[src/common/qla_pkg.sv]
`default_nettype none

package qla_pkg;

    // ---------------------------------------------------------------------
    // register map
    localparam int unsigned NUM_AXES = 4;

    typedef logic [15:0] reg_addr_t;   // [15:12] space, [7:4] channel, [3:0] offset
    typedef logic [31:0] reg_data_t;

    localparam logic [3:0] ADDR_MAIN        = 4'h0;
    localparam logic [3:0] CHAN_BOARD       = 4'h0;   // board channel, axes are 1..4
    localparam logic [3:0] OFF_BOARD_STATUS = 4'h0;
    localparam logic [3:0] OFF_DAC_CTRL     = 4'h1;
    localparam int unsigned PWR_CLEAR_BIT   = 8;      // clears every axis latch

    // currents, one word per axis
    typedef logic [15:0] cur_t;
    typedef cur_t [NUM_AXES-1:0] axis_cur_t;          // axis 4 in the top word
    typedef logic [NUM_AXES-1:0] axis_mask_t;

    // ---------------------------------------------------------------------
    // dac spi framing
    localparam int unsigned DAC_BITS   = 16;
    localparam int unsigned FRAME_BITS = NUM_AXES * DAC_BITS;
    localparam int unsigned SCLK_HALF  = 2;           // sysclk cycles per half sclk
    localparam int unsigned CSEL_GAP   = 4;           // min csel high time

    localparam int unsigned SCLK_CNT_W = $clog2(SCLK_HALF + 1);
    localparam int unsigned BIT_CNT_W  = $clog2(FRAME_BITS);
    localparam int unsigned GAP_CNT_W  = $clog2(CSEL_GAP);

    localparam logic [SCLK_CNT_W-1:0] SCLK_CNT_LAST = SCLK_CNT_W'(SCLK_HALF - 1);
    localparam logic [BIT_CNT_W-1:0]  BIT_CNT_LAST  = BIT_CNT_W'(FRAME_BITS - 1);
    localparam logic [GAP_CNT_W-1:0]  GAP_CNT_LAST  = GAP_CNT_W'(CSEL_GAP - 1);

    // ---------------------------------------------------------------------
    // over-current trip
    localparam int unsigned SAFETY_COUNT = 16;        // consecutive cycles to trip
    localparam int unsigned SAFETY_CNT_W = $clog2(SAFETY_COUNT);
    localparam logic [SAFETY_CNT_W-1:0] SAFETY_CNT_LAST = SAFETY_CNT_W'(SAFETY_COUNT - 1);

endpackage

`default_nettype wire

[src/common/dac_step_if.sv]
`default_nettype none

// bit-level handshake of one dac frame
interface dac_step_if;

    logic run;     // frame in progress, from the sequencer
    logic sclk;    // spi clock, idles low
    logic shift;   // strobe, sclk falls at the end of this cycle
    logic last;    // one cycle after the rising edge of the final bit

    modport seq (output run, input last);
    modport timer (input run, output sclk, output shift, output last);
    modport shifter (input shift, input last);

endinterface

`default_nettype wire

[src/board_regs.sv]
`default_nettype none

module board_regs (
    input  wire                     sysclk,
    input  wire                     rst_n,
    input  wire                     reg_wen,
    input  wire qla_pkg::reg_addr_t reg_waddr,
    input  wire qla_pkg::reg_data_t reg_wdata,
    input  wire qla_pkg::reg_addr_t reg_raddr,
    input  wire                     frame_taken,   // sequencer grabbed cmd
    input  wire qla_pkg::axis_mask_t amp_disable,
    output qla_pkg::reg_data_t      reg_rdata,
    output qla_pkg::axis_cur_t      cmd,
    output logic                    dac_pending,
    output qla_pkg::axis_mask_t     amp_clear
);

    // ---------------------------------------------------------------------
    // write decode
    logic                wr_main;     // main space, bits 11..8 clear
    logic                wr_status;   // board status write
    qla_pkg::axis_mask_t wr_axis;     // dac command write, per axis
    qla_pkg::axis_mask_t amp_en;      // amp enable register
    logic                rd_main;

    assign wr_main = reg_wen && (reg_waddr[15:12] == qla_pkg::ADDR_MAIN)
                     && (reg_waddr[11:8] == 4'h0);
    assign wr_status = wr_main && (reg_waddr[7:4] == qla_pkg::CHAN_BOARD)
                       && (reg_waddr[3:0] == qla_pkg::OFF_BOARD_STATUS);

    always_comb begin
        for (int i = 0; i < qla_pkg::NUM_AXES; i++) begin
            // channel n holds axis n-1
            wr_axis[i] = wr_main && (reg_waddr[7:4] == 4'(i + 1))
                         && (reg_waddr[3:0] == qla_pkg::OFF_DAC_CTRL);
        end
    end

    // axis current commands
    always_ff @(posedge sysclk) begin
        if (!rst_n) begin
            cmd <= '0;
        end else begin
            for (int i = 0; i < qla_pkg::NUM_AXES; i++) begin
                if (wr_axis[i])
                    cmd[i] <= reg_wdata[15:0];
            end
        end
    end

    // pending until the sequencer takes it, a write on the take cycle wins
    always_ff @(posedge sysclk) begin
        if (!rst_n)
            dac_pending <= 1'b0;
        else if (|wr_axis)
            dac_pending <= 1'b1;
        else if (frame_taken)
            dac_pending <= 1'b0;
    end

    // amp enables and the one-cycle clear pulses
    always_ff @(posedge sysclk) begin
        if (!rst_n) begin
            amp_en    <= '0;
            amp_clear <= '0;
        end else begin
            amp_clear <= '0;
            if (wr_status) begin
                amp_en    <= reg_wdata[3:0];
                amp_clear <= reg_wdata[3:0]
                             | {qla_pkg::NUM_AXES{reg_wdata[qla_pkg::PWR_CLEAR_BIT]}};
            end
        end
    end

    // ---------------------------------------------------------------------
    // read mux, unmapped reads give 0
    assign rd_main = (reg_raddr[15:12] == qla_pkg::ADDR_MAIN) && (reg_raddr[11:8] == 4'h0);

    always_comb begin
        reg_rdata = '0;
        if (rd_main) begin
            if (reg_raddr[7:4] == qla_pkg::CHAN_BOARD
                && reg_raddr[3:0] == qla_pkg::OFF_BOARD_STATUS) begin
                reg_rdata[3:0]  = amp_en;
                reg_rdata[11:8] = amp_disable;   // latched trips
            end
            for (int i = 0; i < qla_pkg::NUM_AXES; i++) begin
                if (reg_raddr[7:4] == 4'(i + 1) && reg_raddr[3:0] == qla_pkg::OFF_DAC_CTRL)
                    reg_rdata[15:0] = cmd[i];
            end
        end
    end

endmodule

`default_nettype wire

[src/safety_check.sv]
`default_nettype none

// trips when feedback stays above twice the command for SAFETY_COUNT cycles
module safety_check (
    input  wire                sysclk,
    input  wire                rst_n,
    input  wire qla_pkg::cur_t cur_in,          // feedback magnitude
    input  wire qla_pkg::cur_t cmd_in,          // commanded magnitude
    input  wire                clear_disable,   // pulse from status write
    output logic               amp_disable
);

    // ---------------------------------------------------------------------
    // compare in one extra bit so 2*cmd cannot wrap
    logic [$bits(qla_pkg::cur_t):0] fb_ext;
    logic [$bits(qla_pkg::cur_t):0] cmd_x2;
    logic                           excess;
    logic [qla_pkg::SAFETY_CNT_W-1:0] over_cnt;   // consecutive excess cycles

    assign fb_ext = {1'b0, cur_in};
    assign cmd_x2 = {cmd_in, 1'b0};
    assign excess = fb_ext > cmd_x2;

    always_ff @(posedge sysclk) begin
        if (!rst_n) begin
            over_cnt    <= '0;
            amp_disable <= 1'b0;
        end else if (clear_disable) begin
            over_cnt    <= '0;   // restart persistence window
            amp_disable <= 1'b0;
        end else if (excess) begin
            if (over_cnt == qla_pkg::SAFETY_CNT_LAST)
                amp_disable <= 1'b1;   // latch until cleared
            else
                over_cnt <= over_cnt + 1'b1;
        end else begin
            over_cnt <= '0;   // streak broken
        end
    end

endmodule

`default_nettype wire

[src/dac/dac_seq_fsm.sv]
`default_nettype none

// starts one frame per pending update and holds csel high between frames
module dac_seq_fsm (
    input  wire                     sysclk,
    input  wire                     rst_n,
    input  wire                     dac_pending,
    input  wire qla_pkg::axis_cur_t cmd,
    dac_step_if.seq                 step,
    output logic                    frame_taken,
    output logic                    load,
    output logic [qla_pkg::FRAME_BITS-1:0] frame,
    output logic                    dac_csel
);

    typedef enum logic [1:0] {
        ST_IDLE,
        ST_LOAD,    // frame sampled, shifter loads now
        ST_SHIFT,   // csel low, timer running
        ST_GAP      // csel high spacing
    } seq_state_t;

    seq_state_t                    state;
    logic [qla_pkg::GAP_CNT_W-1:0] gap_cnt;

    // ---------------------------------------------------------------------
    // take happens in idle, same cycle clears the pending flag
    assign frame_taken = (state == ST_IDLE) && dac_pending;
    assign load        = (state == ST_LOAD);
    assign step.run    = (state == ST_SHIFT);

    always_ff @(posedge sysclk) begin
        if (!rst_n) begin
            state    <= ST_IDLE;
            gap_cnt  <= '0;
            dac_csel <= 1'b1;
        end else begin
            case (state)
                ST_IDLE: begin
                    if (frame_taken)
                        state <= ST_LOAD;
                end
                ST_LOAD: begin
                    state    <= ST_SHIFT;
                    dac_csel <= 1'b0;   // low two cycles after the write
                end
                ST_SHIFT: begin
                    if (step.last) begin
                        state    <= ST_GAP;
                        dac_csel <= 1'b1;   // one cycle after the last rise
                        gap_cnt  <= '0;
                    end
                end
                ST_GAP: begin
                    if (gap_cnt == qla_pkg::GAP_CNT_LAST)
                        state <= ST_IDLE;
                    else
                        gap_cnt <= gap_cnt + 1'b1;
                end
                default: state <= ST_IDLE;
            endcase
        end
    end

    // snapshot of all four commands, axis 4 lands in the top bits
    always_ff @(posedge sysclk) begin
        if (frame_taken)
            frame <= cmd;
    end

endmodule

`default_nettype wire

[src/dac/spi_bit_timer.sv]
`default_nettype none

// sclk generator and bit counter for one frame
module spi_bit_timer (
    input  wire       sysclk,
    input  wire       rst_n,
    dac_step_if.timer step
);

    logic [qla_pkg::SCLK_CNT_W-1:0] half_cnt;   // cycles into this half period
    logic [qla_pkg::BIT_CNT_W-1:0]  bit_cnt;    // rising edges so far
    logic                           half_done;
    logic                           rise_next;  // sclk goes high at the coming edge

    assign half_done  = (half_cnt == qla_pkg::SCLK_CNT_LAST);
    assign rise_next  = step.run && half_done && !step.sclk;
    assign step.shift = step.run && half_done && step.sclk;   // falling edge

    // ---------------------------------------------------------------------
    always_ff @(posedge sysclk) begin
        if (!rst_n) begin
            half_cnt  <= '0;
            bit_cnt   <= '0;
            step.sclk <= 1'b0;
            step.last <= 1'b0;
        end else if (!step.run) begin
            half_cnt  <= '0;   // idle, sclk parked low
            bit_cnt   <= '0;
            step.sclk <= 1'b0;
            step.last <= 1'b0;
        end else begin
            step.last <= rise_next && (bit_cnt == qla_pkg::BIT_CNT_LAST);
            if (half_done) begin
                half_cnt  <= '0;
                step.sclk <= !step.sclk;
            end else begin
                half_cnt <= half_cnt + 1'b1;
            end
            if (rise_next)
                bit_cnt <= bit_cnt + 1'b1;
        end
    end

endmodule

`default_nettype wire

[src/dac/dac_shifter.sv]
`default_nettype none

// msb-first frame shift register for the dac chain
module dac_shifter (
    input  wire                            sysclk,
    input  wire                            rst_n,
    input  wire                            load,    // from sequencer
    input  wire [qla_pkg::FRAME_BITS-1:0]  frame,
    dac_step_if.shifter                    step,
    output logic                           mosi
);

    logic [qla_pkg::FRAME_BITS-1:0] shreg;

    // ---------------------------------------------------------------------
    // data moves on the falling sclk edge, stable for the next rise
    always_ff @(posedge sysclk) begin
        if (!rst_n)
            shreg <= '0;
        else if (load)
            shreg <= frame;
        else if (step.last)
            shreg <= '0;   // frame out, drop the line
        else if (step.shift)
            shreg <= {shreg[qla_pkg::FRAME_BITS-2:0], 1'b0};
    end

    assign mosi = shreg[qla_pkg::FRAME_BITS-1];

endmodule

`default_nettype wire

[src/qla_motor_top.sv]
`default_nettype none

module qla_motor_top (
    input  wire                      sysclk,
    input  wire                      rst_n,
    // host register bus
    input  wire                      reg_wen,
    input  wire qla_pkg::reg_addr_t  reg_waddr,
    input  wire qla_pkg::reg_addr_t  reg_raddr,
    input  wire qla_pkg::reg_data_t  reg_wdata,
    output qla_pkg::reg_data_t       reg_rdata,
    // adc feedback, one word per axis
    input  wire qla_pkg::axis_cur_t  cur_fb,
    // dac spi chain
    output logic                     dac_sclk,
    output logic                     dac_mosi,
    output logic                     dac_csel,
    output qla_pkg::axis_mask_t      amp_disable
);

    qla_pkg::axis_cur_t  cmd;           // current commands
    qla_pkg::axis_mask_t amp_clear;
    logic                dac_pending;
    logic                frame_taken;
    logic                load;
    logic [qla_pkg::FRAME_BITS-1:0] frame;

    dac_step_if step ();

    // ---------------------------------------------------------------------
    // register file
    board_regs u_regs (
        .sysclk      (sysclk),
        .rst_n       (rst_n),
        .reg_wen     (reg_wen),
        .reg_waddr   (reg_waddr),
        .reg_wdata   (reg_wdata),
        .reg_raddr   (reg_raddr),
        .frame_taken (frame_taken),
        .amp_disable (amp_disable),
        .reg_rdata   (reg_rdata),
        .cmd         (cmd),
        .dac_pending (dac_pending),
        .amp_clear   (amp_clear)
    );

    // ---------------------------------------------------------------------
    // dac chain
    dac_seq_fsm u_dac_seq (
        .sysclk      (sysclk),
        .rst_n       (rst_n),
        .dac_pending (dac_pending),
        .cmd         (cmd),
        .step        (step.seq),
        .frame_taken (frame_taken),
        .load        (load),
        .frame       (frame),
        .dac_csel    (dac_csel)
    );

    spi_bit_timer u_bit_timer (.sysclk(sysclk), .rst_n(rst_n), .step(step.timer));

    dac_shifter u_shifter (
        .sysclk (sysclk),
        .rst_n  (rst_n),
        .load   (load),
        .frame  (frame),
        .step   (step.shifter),
        .mosi   (dac_mosi)
    );

    assign dac_sclk = step.sclk;

    // one over-current check per axis
    for (genvar i = 0; i < qla_pkg::NUM_AXES; i++) begin : g_safety
        safety_check u_safety (
            .sysclk        (sysclk),
            .rst_n         (rst_n),
            .cur_in        (cur_fb[i]),
            .cmd_in        (cmd[i]),
            .clear_disable (amp_clear[i]),
            .amp_disable   (amp_disable[i])
        );
    end

endmodule

`default_nettype wire

[config.mk]
export PLATFORM = sky130hd
export DESIGN_NAME = qla_motor_top
export DESIGN_NICKNAME = d
export VERILOG_FILES = /design/src/common/qla_pkg.sv /design/src/common/dac_step_if.sv /design/src/board_regs.sv /design/src/safety_check.sv /design/src/dac/dac_seq_fsm.sv /design/src/dac/spi_bit_timer.sv /design/src/dac/dac_shifter.sv /design/src/qla_motor_top.sv
export SDC_FILE = /design/constraint.sdc
export NUM_CORES = 1
export LEC_CHECK = 0
export ABC_AREA = 1
export BUFFER_PORTS_ARGS = -buffer_cell sky130_fd_sc_hd__buf_2
export CAP_MARGIN = 15
export CORE_MARGIN = 2
export CORE_UTILIZATION = 57
export DETAILED_ROUTE_END_ITERATION = 16
export HOLD_SLACK_MARGIN = 0.02
export PLACE_DENSITY = 0.8
export SYNTH_ARGS = -nofsm -noshare
export SYNTH_HDL_FRONTEND = slang
export SYNTH_SLANG_ARGS = --single-unit
export TNS_END_PERCENT = 30
[constraint.sdc]
create_clock -name sysclk -period 3.2 [get_ports sysclk]
set_input_delay 0.64 -clock sysclk [delete_from_list [all_inputs] [get_ports sysclk]]
set_output_delay 0.64 -clock sysclk [all_outputs]
set_load 0.005 [all_outputs]
==> reports/results.tsv <==
stage	metric	value	unit
global_route	grt_overflow_total	0	
critical_path	path_max_fanout	8	
clock_tree	post_cts_buffers	0	
critical_path	end_kind	output port	
die	rows	51	
clock_tree	cts_buffers	24	
timing	rsz0062_at_grt	false	
die	boundaryPins	170	
layout	drive_gt1_share	14.30	%
route	vias	10290	
clock_tree	cts_tree	built	
placed_design	place_congestion	0.8849	
yosys	ys_warn_count	0	
timing	fmax	0.3442	GHz
layout	nets	1703	
yosys	avgSynthCellArea	8.194	sq um
die	core_area	0.01953	sq mm
die	die_w	145.4	um
critical_path	cp.depth	8	
timing	setup_viol	0	
route	wl_per_cell	17.27	um
timing	fin_worst_skew	0.009468	ns
die	dieArea	0.02114	sq mm
critical_path	worstPathRequired	2.56	ns
yosys	synth_area_leaders	dfxtp_1 30%, edfxtp_1 17%, ha_1 7.9%	
critical_path	critPathLaunchType	primary input	
timing	slew_violations	0	
route	remaining_drc_errors	0	
pwr	p_total	8472	uW
timing	slew_headroom	49.91	%
route	via_per_inst	5.772	
critical_path	crit_family	simple AND/OR/NAND/NOR gates	
clock_tree	clock_path_buffers	3	
global_route	grt_usage	28.67	%
yosys	seq_area_frac_synth	47.07	%
die	initial_core_util	58.37	%
clock_tree	holdBufCountCts	0	
route	routed_wl	30790	um
yosys	yosys.area.top_type	dfxtp_1	
die	die_y	145.4	um
critical_path	r2r_cells	8	
placed_design	io_buffers	137	
critical_path	worst-path-buf-inv	2	
layout	fillCellCount	1584	
placed_design	dp_hpwl	21020	um
critical_path	crit_slowest_cell	o21ai_0	
timing	period_needed	2.906	ns
clock_tree	post_cts_resized	0	
yosys	synth.distinct_cells	37	
pwr	ir_drop	412.5	uV
route	drtIter0Drc	1279	
layout	area_delta_synth_final	14.99	%
global_route	grt_max_degree	68	
yosys	ys_ff_latch	236	
clock_tree	cts.sinks	236	
pwr	p_per_area	646.4	mW/mm^2
yosys	syn_inst	1391	
hold_path	hold_path_class	flip-flop to flip-flop	
clock_tree	cts-htree-levels	1	
outcome	status	completed	
critical_path	critPathMaxStageDelay	0.36	ns
flow_run	maxCapViolCount	0	
timing	post-route-period-util	90.80	%
layout	layout_common_cells	231 x nor2_1, 204 x nand2_1, 172 x dfxtp_1, 137 x buf_2, 135 x inv_1	
global_route	grt_pass1_wl	49060	um
yosys	synth_area	0.01140	sq mm
global_route	antenna_found_initial	0	
route	first_pass_iters	6	
timing	fin_setup_tns	0	ns
timing	hold_viol_final	0	
critical_path	critPathArrivalTime	2.27	ns
pwr	p_leak	0.005437	uW
route	ant_nets	0	
clock_tree	cts_root_buf	clkbuf_16	
layout	final_common_cell	nor2_1	
critical_path	crit_type	primary input to output port	
global_route	grt_pass1_vias	9671	
hold_path	whs_path_depth	1	
clock_tree	clk_latency	0.52	ns
timing	worstMarginPinSlew	0.7514	ns
layout	n_antenna_cell	0	
clock_tree	clk_pin_slew_worst_paths	0.06	ns
critical_path	crit_chain	buf_2 > or2_1 > nor3_4 > nand2_1 > o21ai_0 > nor2_1 > nor2_1 > buf_2	
yosys	synth_top_cell_area_share	30.21	%
-- metrics by stage --
step,instance area [sq um],utilization [%],hold WS [ns],instances,setup WS (ns)
2_1_floorplan,11450,-,0.4043,1406,0.8191
3_3_place_gp,12220,62.57,0.4150,1739,0.3677
3_5_place_dp,12220,62.57,0.4198,1739,0.3559
4_1_cts,13110,67.13,0.4360,1783,0.3526
5_1_grt,13110,67.13,0.4611,1783,0.2155
6_report,13110,67.13,0.4330,1783,0.2944
-- where the power goes --
group | internal, uW | leakage (uW) | switching [uW]
Combinational | 649 | 0.00307 | 1180
Sequential | 3360 | 0.00193 | 174
Clock | 1950 | 0.000436 | 1160
Total | 5960 | 0.00544 | 2510
-- routing by layer --
metal | vias to the layer above | global-route usage [%] | share of wire, %
met1 | 4708 | 37.46 | 39
li1 | 4909 | - | -
met4 | 0 | 14.36 | 4.9
met5 | - | 0 | 0
met3 | 111 | 4.201 | 9.6
met2 | 564 | 46.82 | 47
-- cell usage after synthesis, drive strengths merged --
master and instances:
a21oi 72, a22oi 2, buf 45, a21o 4, o21ai 71, nand4 40
edfxtp 64, a211oi 2, ha 72, nor4 2, nand3 62, or2 5
nor3 80, dfxtp 172, conb 1, clkbuf 41, xor2 7, a221oi 62
nor2 235, inv 140, xnor2 3, and3 1, and2 2, nand2 206
-- cell type report --
| class | count | area, sq um | share of cell area (%) |
|---|---|---|---|
| Clock inverter | 6 | 135.1 | 1.031 |
| Timing Repair Buffer | 154 | 850.8 | 6.491 |
| Multi-Input combinational cell | 944 | 5144 | 39.24 |
| Tap cell | 265 | 331.6 | 2.530 |
| Sequential cell | 236 | 5365 | 40.93 |
| Inverter | 140 | 525.5 | 4.009 |
| Clock buffer | 38 | 755.7 | 5.766 |
-- worst register-to-register path, stage by stage (launching register included) --
cell and delay, ns:
dfxtp_1 0.37, inv_1 0.11, ha_1 0.30, nand3_1 0.14, nand2_2 0.07, inv_2 0.40, buf_12 0.27, a221oi_1 0.10
nor3_1 0.22
-- flip-flops by register name, indices dropped and copies added, names as in the netlist --
register,cells
u_dac_seq.frame,64
u_regs.cmd,64
u_shifter.shreg,64
g_safety.u_safety.over_cnt,16
u_bit_timer.bit_cnt,6
g_safety.u_safety.amp_disable,4
u_regs.amp_clear,4
u_regs.amp_en,4
u_bit_timer.half_cnt,2
u_dac_seq.gap_cnt,2
u_dac_seq.state,2
u_bit_timer.step.last,1
u_bit_timer.step.sclk,1
u_dac_seq.dac_csel,1
u_regs.dac_pending,1
-- cells by family after synthesis --
group                      Yosys count  synth area share [%]
xor gates and xnor gates            10                0.7684
other                                1               0.03290
adders and majority gates           72                 7.903
and+or+nand+nor                    633                 24.20
DFF                                236                 47.07
buffers and inverters              226                 8.452
AOI/OAI and AO/OA                  213                 11.57
-- final timing paths --
path | from | end | slack [ns]
worst max-delay path | reg_raddr[3] | reg_rdata[6] | 0.29
worst min register to register | u_bit_timer.half_cnt[0] | u_bit_timer.half_cnt[0] | 0.43
worst max register to register | u_dac_seq.state[0] | u_shifter.shreg[10] | 1.14
worst min-delay path | u_bit_timer.half_cnt[0] | u_bit_timer.half_cnt[0] | 0.43
Power figures use the tool's default switching activity.
